--- src/source/rv_core_defines.svh ---
// RV32I core widths and reset constants shared by the memory back end
// ****************************************************************************
`ifndef RV_CORE_DEFINES_SVH
`define RV_CORE_DEFINES_SVH

// ****************************************************************************
// Datapath widths
// ****************************************************************************

// Data and register width
`define RV_XLEN     32

// Instruction word width
`define RV_INST_W   32

// Instruction and data address width
`define RV_ADDR_W   32

// ****************************************************************************
// Register file geometry
// ****************************************************************************

// Register index width
`define RV_REG_AW   5
// Architectural registers, x0 included
`define RV_REG_NUM  32

// addi x0,x0,0 for reset and bubbles
`define RV_INST_NOP 32'h0000_0013

`endif
--- src/source/rv_pipe_pkg.sv ---
// Pipeline bundle, memory-op and APB types for the RV32I back end
`default_nettype none

`include "rv_core_defines.svh"

package rv_pipe_pkg;

    // ************************************************************************
    // Enumerations
    // ************************************************************************

    // Memory operation carried from execute
    typedef enum logic [3:0] {
        MEM_NONE,
        MEM_LB,
        MEM_LH,
        MEM_LW,
        MEM_LBU,
        MEM_LHU,
        MEM_SB,
        MEM_SH,
        MEM_SW
    } mem_op_e;

    // APB master states
    typedef enum logic [1:0] {
        MS_IDLE,
        MS_SETUP,
        MS_ACCESS
    } mem_state_e;

    // ************************************************************************
    // Pipeline bundles
    // ************************************************************************

    // Execute to memory stage
    typedef struct packed {
        logic                   valid;
        logic [`RV_INST_W-1:0]  inst;
        logic [`RV_ADDR_W-1:0]  instaddr;
        mem_op_e                mem_op;
        logic [`RV_XLEN-1:0]    alu_result;  // Also the load/store address
        logic [`RV_XLEN-1:0]    store_data;
        logic                   regs_wen;
        logic [`RV_REG_AW-1:0]  rd_addr;
    } ex_mem_t;

    // Memory stage to write-back
    typedef struct packed {
        logic                   valid;
        logic [`RV_INST_W-1:0]  inst;
        logic [`RV_ADDR_W-1:0]  instaddr;
        logic                   regs_wen;
        logic [`RV_REG_AW-1:0]  rd_addr;
        logic [`RV_XLEN-1:0]    rd_data;
    } mem_wb_t;

    // APB master to slave
    typedef struct packed {
        logic                   psel;
        logic                   penable;
        logic                   pwrite;
        logic [`RV_ADDR_W-1:0]  paddr;
        logic [`RV_XLEN-1:0]    pwdata;
        logic [`RV_XLEN/8-1:0]  pstrb;
    } apb_req_t;

    // APB slave to master
    typedef struct packed {
        logic                   pready;
        logic [`RV_XLEN-1:0]    prdata;
    } apb_rsp_t;

endpackage

`default_nettype wire

--- src/source/mem_stage_top.sv ---
// Back-end top: memory stage, MEM/WB register and register file
`timescale 1ns/1ns
`default_nettype none

`include "rv_core_defines.svh"

module mem_stage_top (
    input  wire                     clk,
    input  wire                     rst_i,
    // Execute side
    input  wire rv_pipe_pkg::ex_mem_t exmem_i,
    output logic                    stall_o,
    // APB data memory
    output rv_pipe_pkg::apb_req_t   apb_req_o,
    input  wire rv_pipe_pkg::apb_rsp_t apb_rsp_i,
    // Write-back
    input  wire                     wb_stall_i,
    output rv_pipe_pkg::mem_wb_t    wb_o,
    // Decode read ports
    input  wire [`RV_REG_AW-1:0]    rs1_addr_i,
    input  wire [`RV_REG_AW-1:0]    rs2_addr_i,
    output logic [`RV_XLEN-1:0]     rs1_data_o,
    output logic [`RV_XLEN-1:0]     rs2_data_o
);
    import rv_pipe_pkg::*;

    // ************************************************************************
    // Internal nets
    // ************************************************************************

    mem_wb_t    mem_result;     // Memory stage result or bubble
    logic       mem_hold;       // Memory stage busy
    mem_wb_t    wb_data;        // MEM/WB content
    logic       rf_wen;

    assign stall_o = mem_hold;
    assign wb_o    = wb_data;

    // Retire only on a valid, unstalled write-back
    assign rf_wen = wb_data.valid && wb_data.regs_wen && !wb_stall_i;

    // ************************************************************************
    // Instances
    // ************************************************************************

    mem_access i_mem_access (
        .clk          (clk),
        .rst_i        (rst_i),
        .exmem_i      (exmem_i),
        .wb_stall_i   (wb_stall_i),
        .apb_rsp_i    (apb_rsp_i),
        .apb_req_o    (apb_req_o),
        .stall_o      (mem_hold),
        .mem_result_o (mem_result)
    );

    // Held while write-back is stalled
    mem_wb i_mem_wb (
        .clk    (clk),
        .rst_i  (rst_i),
        .lden_i (!wb_stall_i),
        .mem_i  (mem_result),
        .wb_o   (wb_data)
    );

    regfile i_regfile (
        .clk      (clk),
        .rst_i    (rst_i),
        .wen_i    (rf_wen),
        .waddr_i  (wb_data.rd_addr),
        .wdata_i  (wb_data.rd_data),
        .raddr1_i (rs1_addr_i),
        .raddr2_i (rs2_addr_i),
        .rdata1_o (rs1_data_o),
        .rdata2_o (rs2_data_o)
    );

endmodule

`default_nettype wire

--- src/source/regfile.sv ---
// Register file: 32 x XLEN, x0 tied to zero, one write port, two bypassed reads
`timescale 1ns/1ns
`default_nettype none

`include "rv_core_defines.svh"

module regfile (
    input  wire                     clk,
    input  wire                     rst_i,
    // Write port from MEM/WB
    input  wire                     wen_i,
    input  wire [`RV_REG_AW-1:0]    waddr_i,
    input  wire [`RV_XLEN-1:0]      wdata_i,
    // Read ports to decode
    input  wire [`RV_REG_AW-1:0]    raddr1_i,
    input  wire [`RV_REG_AW-1:0]    raddr2_i,
    output logic [`RV_XLEN-1:0]     rdata1_o,
    output logic [`RV_XLEN-1:0]     rdata2_o
);

    logic [`RV_XLEN-1:0] regs_q [`RV_REG_NUM];

    // ************************************************************************
    // Write port
    // ************************************************************************

    always_ff @(posedge clk) begin
        if (rst_i) begin
            for (int i = 0; i < `RV_REG_NUM; i++) begin
                regs_q[i] <= '0;
            end
        end else if (wen_i && (waddr_i != '0)) begin
            // x0 never written
            regs_q[waddr_i] <= wdata_i;
        end
    end

    // ************************************************************************
    // Read ports
    // ************************************************************************

    // Same-cycle write forwarded to the reader
    function automatic logic [`RV_XLEN-1:0] read_port(
        input logic [`RV_REG_AW-1:0] raddr,
        input logic [`RV_XLEN-1:0]   stored
    );
        if (raddr == '0) begin
            return '0;
        end
        if (wen_i && (waddr_i == raddr)) begin
            return wdata_i;
        end
        return stored;
    endfunction

    always_comb begin
        rdata1_o = read_port(raddr1_i, regs_q[raddr1_i]);
    end

    always_comb begin
        rdata2_o = read_port(raddr2_i, regs_q[raddr2_i]);
    end

endmodule

`default_nettype wire

--- src/source/mem_wb.sv ---
// MEM/WB pipeline register with load enable, resets to a NOP bubble
`timescale 1ns/1ns
`default_nettype none

`include "rv_core_defines.svh"

module mem_wb (
    input  wire                     clk,
    input  wire                     rst_i,
    // Load enable, low under write-back stall
    input  wire                     lden_i,
    // From memory stage
    input  wire rv_pipe_pkg::mem_wb_t mem_i,
    // To write-back and register file
    output rv_pipe_pkg::mem_wb_t    wb_o
);
    import rv_pipe_pkg::*;

    mem_wb_t wb_q;

    // ************************************************************************
    // Staged fields
    // ************************************************************************

    always_ff @(posedge clk) begin
        if (rst_i) begin
            // NOP bubble
            wb_q.valid    <= 1'b0;
            wb_q.inst     <= `RV_INST_NOP;
            wb_q.instaddr <= '0;
            wb_q.regs_wen <= 1'b0;
            wb_q.rd_addr  <= '0;
            wb_q.rd_data  <= '0;
        end else if (lden_i) begin
            // Instruction and its address
            wb_q.valid    <= mem_i.valid;
            wb_q.inst     <= mem_i.inst;
            wb_q.instaddr <= mem_i.instaddr;
            // Register write
            wb_q.regs_wen <= mem_i.regs_wen;
            wb_q.rd_addr  <= mem_i.rd_addr;
            wb_q.rd_data  <= mem_i.rd_data;
        end
    end

    assign wb_o = wb_q;

endmodule

`default_nettype wire

--- src/source/mem_access.sv ---
// Memory-access stage: APB master for loads and stores, lane alignment, load extension
`timescale 1ns/1ns
`default_nettype none

`include "rv_core_defines.svh"

module mem_access (
    input  wire                     clk,
    input  wire                     rst_i,
    // From execute
    input  wire rv_pipe_pkg::ex_mem_t exmem_i,
    input  wire                     wb_stall_i,
    // APB master
    input  wire rv_pipe_pkg::apb_rsp_t apb_rsp_i,
    output rv_pipe_pkg::apb_req_t   apb_req_o,
    // Back-pressure to execute
    output logic                    stall_o,
    // To MEM/WB
    output rv_pipe_pkg::mem_wb_t    mem_result_o
);
    import rv_pipe_pkg::*;

    // ************************************************************************
    // Declarations
    // ************************************************************************

    mem_state_e             state_q;
    mem_state_e             state_d;
    ex_mem_t                req_q;      // Captured bundle
    logic [`RV_XLEN-1:0]    load_q;     // Load result parked under wb stall
    logic [1:0]             byte_off;
    logic [`RV_XLEN-1:0]    lane_data;
    logic [`RV_XLEN-1:0]    load_ext;
    logic [`RV_XLEN-1:0]    rd_src;
    logic                   req_load;
    logic                   req_store;
    logic                   accept;
    logic                   xfer_done;

    function automatic logic is_load(input mem_op_e op);
        return (op == MEM_LB) || (op == MEM_LH) || (op == MEM_LW) ||
               (op == MEM_LBU) || (op == MEM_LHU);
    endfunction

    function automatic logic is_store(input mem_op_e op);
        return (op == MEM_SB) || (op == MEM_SH) || (op == MEM_SW);
    endfunction

    // ************************************************************************
    // Handshake and FSM
    // ************************************************************************

    // Busy while a transfer runs or write-back is held
    assign stall_o   = wb_stall_i || (state_q != MS_IDLE);
    assign accept    = !stall_o;
    assign xfer_done = (state_q == MS_ACCESS) && apb_rsp_i.pready;

    assign req_load  = is_load(req_q.mem_op);
    assign req_store = is_store(req_q.mem_op);
    assign byte_off  = req_q.alu_result[1:0];

    always_comb begin
        state_d = state_q;
        case (state_q)
            MS_IDLE: begin
                // Only loads and stores go to the bus
                if (accept && exmem_i.valid &&
                    (is_load(exmem_i.mem_op) || is_store(exmem_i.mem_op))) begin
                    state_d = MS_SETUP;
                end
            end
            MS_SETUP: begin
                state_d = MS_ACCESS;
            end
            MS_ACCESS: begin
                // Wait states until pready
                if (apb_rsp_i.pready) begin
                    state_d = MS_IDLE;
                end
            end
            default: begin
                state_d = MS_IDLE;
            end
        endcase
    end

    always_ff @(posedge clk) begin
        if (rst_i) begin
            state_q     <= MS_IDLE;
            req_q.valid <= 1'b0;
        end else begin
            state_q <= state_d;
            if (accept) begin
                req_q <= exmem_i;
            end else if (xfer_done && !wb_stall_i) begin
                // Retired straight into MEM/WB at this edge
                req_q.valid <= 1'b0;
            end
        end
    end

    // Completed load data, used when the retire is delayed
    always_ff @(posedge clk) begin
        if (xfer_done) begin
            load_q <= load_ext;
        end
    end

    // ************************************************************************
    // APB request
    // ************************************************************************

    always_comb begin
        apb_req_o.psel    = (state_q != MS_IDLE);
        apb_req_o.penable = (state_q == MS_ACCESS);
        apb_req_o.pwrite  = req_store;
        // Word address, lane from low bits
        apb_req_o.paddr   = {req_q.alu_result[`RV_ADDR_W-1:2], 2'b00};
        apb_req_o.pwdata  = req_q.store_data << {byte_off, 3'b000};
        case (req_q.mem_op)
            MEM_SB:  apb_req_o.pstrb = 4'b0001 << byte_off;
            MEM_SH:  apb_req_o.pstrb = 4'b0011 << byte_off;
            MEM_SW:  apb_req_o.pstrb = 4'b1111;
            default: apb_req_o.pstrb = 4'b0000;    // reads
        endcase
    end

    // ************************************************************************
    // Load alignment and extension
    // ************************************************************************

    always_comb begin
        lane_data = apb_rsp_i.prdata >> {byte_off, 3'b000};
        case (req_q.mem_op)
            MEM_LB:  load_ext = {{(`RV_XLEN-8){lane_data[7]}}, lane_data[7:0]};
            MEM_LBU: load_ext = {{(`RV_XLEN-8){1'b0}}, lane_data[7:0]};
            MEM_LH:  load_ext = {{(`RV_XLEN-16){lane_data[15]}}, lane_data[15:0]};
            MEM_LHU: load_ext = {{(`RV_XLEN-16){1'b0}}, lane_data[15:0]};
            default: load_ext = lane_data;
        endcase
    end

    // Live bus data on the pready cycle, parked copy afterwards
    assign rd_src = (state_q == MS_ACCESS) ? load_ext : load_q;

    // ************************************************************************
    // Result to MEM/WB
    // ************************************************************************

    always_comb begin
        // Bubble by default
        mem_result_o.valid    = 1'b0;
        mem_result_o.inst     = `RV_INST_NOP;
        mem_result_o.instaddr = '0;
        mem_result_o.regs_wen = 1'b0;
        mem_result_o.rd_addr  = '0;
        mem_result_o.rd_data  = '0;
        if (req_q.valid && ((state_q == MS_IDLE) || xfer_done)) begin
            mem_result_o.valid    = 1'b1;
            mem_result_o.inst     = req_q.inst;
            mem_result_o.instaddr = req_q.instaddr;
            mem_result_o.regs_wen = req_q.regs_wen;
            mem_result_o.rd_addr  = req_q.rd_addr;
            // Stores and ALU ops write back alu_result
            mem_result_o.rd_data  = req_load ? rd_src : req_q.alu_result;
        end
    end

endmodule

`default_nettype wire

--- config.mk ---
export PLATFORM = sky130hd
export DESIGN_NAME = mem_stage_top
export DESIGN_NICKNAME = d
export VERILOG_FILES = /design/src/source/rv_pipe_pkg.sv /design/src/source/mem_stage_top.sv /design/src/source/regfile.sv /design/src/source/mem_wb.sv /design/src/source/mem_access.sv
export VERILOG_INCLUDE_DIRS = /design/src /design/src/source
export SDC_FILE = /design/constraint.sdc
export NUM_CORES = 2
export LEC_CHECK = 0
export BUFFER_PORTS_ARGS = -buffer_cell sky130_fd_sc_hd__buf_2
export CAP_MARGIN = 20
export CORE_MARGIN = 2
export CORE_UTILIZATION = 26
export DETAILED_ROUTE_END_ITERATION = 10
export PLACE_DENSITY = 0.52
export REMOVE_ABC_BUFFERS = 1
export SLEW_MARGIN = 20
export SYNTH_ARGS = -nofsm -noshare
export SYNTH_HDL_FRONTEND = slang
export SYNTH_SLANG_ARGS = --single-unit
--- constraint.sdc ---
create_clock -name clk -period 9 [get_ports clk]
set_clock_uncertainty 0.2 [all_clocks]
set_input_delay 1.35 -clock clk [delete_from_list [all_inputs] [get_ports clk]]
set_output_delay 1.35 -clock clk [all_outputs]
set_load 0.05 [all_outputs]
==> impl_metrics.yaml <==
sta:
  min_period_ns: 6.60
  fmax_mhz: 152
  finalSetupTns_ns: 0
  setup_ws_ns: 2.40
  hold_violations: 0
  max_slew_margin: 0.237
  setup_viol: 0
  finalCritPeriodShare: 0.733
  holdWs_ns: 0.256
  drv_slew: 0
  rsz0062_at_grt: "no"
  worstMarginPinSlew_ns: 1.14
yosys:
  synth_most_common_cell: "edfxtp_1"
  yosysWarningCount: 0
  yosys-top-cells-count: "edfxtp_1, and2_1, mux4_2"
  syn_area_per_cell_sq_um: 14.0
  syn_inst: 4733
  ys_seq_area_frac: 0.573
  synth_area_sq_mm: 0.0663
  synth_top_area_frac: 0.541
  ys_ff_latch: 1300
  synth_area_leaders: "edfxtp_1, mux4_2, and2_1"
  synth_flop_cell: "edfxtp_1"
  synth_area_leader_cell: "edfxtp_1"
  synth_edf_count: 1194
  synth_async_sr_flop_share: 0
  yosys.cell_types.count: 67
clock_network:
  clkTransAtPathRegs_ns: 0.05
  clk_latency_ns: 0.80
  cts_inserted_buffers: 152
  h-tree-depth: 4
  cts_tree: "done"
  clock-sinks: 1300
  ctsRootBufferMaster: "clkbuf_16"
  cts_resized: 0
  clockBufferDepth: 3
  cts_setup_buffers: 0
  cts_hold_buf: 0
drt:
  via_per_inst: 5.41
  vias: 45900
  drc_errors: 0
  routedWlPerCell_um: 33.1
  route.final.wire_length_um: 281000
  drt-pass1-iter-count: 6
  drtIter0Drc: 6211
  antenna_left: 0
worst_setup_path:
  path_depth: 7
  endpoint_kind: "output pin"
  path_cells: "buf_4, and2_2, buf_4, a22o_1, a211oi_1, o41ai_2, buf_2"
  crit_family: "buffers and inverters"
  startpoint: "rs2_addr_i[2]"
  worstReg2RegStart: "i_mem_wb.wb_o[36]"
  critPathMostFrequentCell: "buf_4"
  critical_path.slowest_cell: "and2_2"
  cp.arrival_ns: 5.05
  path_class: "input pin to output pin"
  crit_required_ns: 7.45
  critPathLaunchType: "input pin"
  ff2ff_path_depth: 7
  cp_max_fo: 65
  worst-path-buf-inv: 3
  slowest_delay_ns: 0.96
global_routing:
  grt_pass1_wl_um: 383000
  grt_use_total: 0.212
  grt_pass1_vias: 45600
  grt_overflow: 0
  grt_antenna_before_repair: 47
  grt_max_degree: 97
run_status:
  status: "finished clean"
place:
  dp_slack_ns: 2.42
  placed_area_sq_mm: 0.0722
  hpwl_um: 174000
  dp.cells: 8200
  portBuffers: 421
  place_congestion: 0.879
pwr:
  ir_drop_mv: 0.178
  cellPowerDensity_mw_per_mm2: 193
  leakage_nw: 27.6
  power_mw: 14.9
final_layout:
  stdcell_area_sq_mm: 0.0772
  fill_cells: 25200
  layout.cells.non_filler: 8485
  multi_input_area_sq_mm: 0.0265
  seqCellArea_sq_mm: 0.0380
  fin_util: 0.304
  nNetsFinal: 5173
  drive_gt1_frac: 0.268
  syn_to_final_growth_pct: 16.4
die:
  fp.coreArea_sq_mm: 0.254
  die_w_um: 509
  fp-row-count: 185
  initial_core_util: 0.261
  num_io_pins: 424
  dieArea_sq_mm: 0.259
  die_y_um: 509
worst_hold_path:
  hp-start: "i_mem_wb.wb_o[6]"
  holdCritPathClass: "flip-flop to flip-flop"
  min_path_cells: 2
flow_run:
  cap_violations: 0
## sequential cells by signal, summed over array words and instances (netlist names)
register,flops
i_mem_access.req_q,107
i_regfile.regs_q,1024
i_mem_access.load_q,32
i_mem_access.state_q,2
i_mem_access.apb_req_o,30
i_mem_wb.wb_o,103
i_mem_access.byte_off,2
## worst paths after layout
check	endpoint	slack (ns)
min	i_mem_wb.wb_o[6]	0.26
max reg2reg	i_regfile.regs_q[28][18]	4.52
max	rs2_data_o[20]	2.40
min reg2reg	i_mem_wb.wb_o[6]	0.26
## worst reg2reg max path, stage by stage (launching register included)
cell      delay [ns]
dfxtp_1         0.53
buf_4           0.36
or3_1           0.35
nand3b_1        0.62
nor2_4          0.24
buf_4           0.56
or2_2           0.73
buf_4           0.49
## routing by layer
metal | up-vias | GRT usage | part of all wire
met2 | 2983 | 0.338 | 0.46
li1 | 18600 | - | -
met4 | 16 | 0.0887 | 0.046
met1 | 23700 | 0.275 | 0.39
met5 | - | 0 | 0.00032
met3 | 553 | 0.0533 | 0.11
## layout by cell type (no fill, tap or decap), types with 29 or more instances in the layout
cell and n:
mux2i_1 196, and2_1 1003, a21oi_1 79, buf_2 415
a211oi_1 48, clkbuf_16 154, o22ai_1 119, conb_1 34
o21a_1 30, o21ai_0 42, nand2_1 161, mux4_2 443
dfxtp_1 101, o221ai_1 29, nor2_4 34, buf_4 157
clkinv_1 29, a22oi_1 183, edfxtp_1 1194, nor2_1 147
clkbuf_1 43, nor3_1 62
## area by class of cell
type / instances / share of cell area
multi-input combinational: 2939 / 0.344
antenna: 11 / 0.000357
clock buffer: 200 / 0.0526
tap: 3366 / 0.0546
sequential: 1300 / 0.492
clock inverter: 74 / 0.0112
inverter: 10 / 0.000486
timing repair buffer: 585 / 0.0452
## power breakdown
| group | switching [mW] | leakage, nW | internal (mW) |
|---|---|---|---|
| clock network | 2.72 | 2.36 | 3.53 |
| registers | 0.118 | 13.0 | 6.79 |
| logic | 1.17 | 12.2 | 0.540 |
| total | 4.01 | 27.6 | 10.9 |
## cells by family after synthesis
logic type	count (synthesis)	synth area share
buf+inv	527	0.0352
mux	653	0.182
xor+xnor	12	0.00159
simple gates	1543	0.132
other cells	1	0.0000566
flops	1300	0.573
compound gates	697	0.0757
Power figures use the tool's default switching activity.
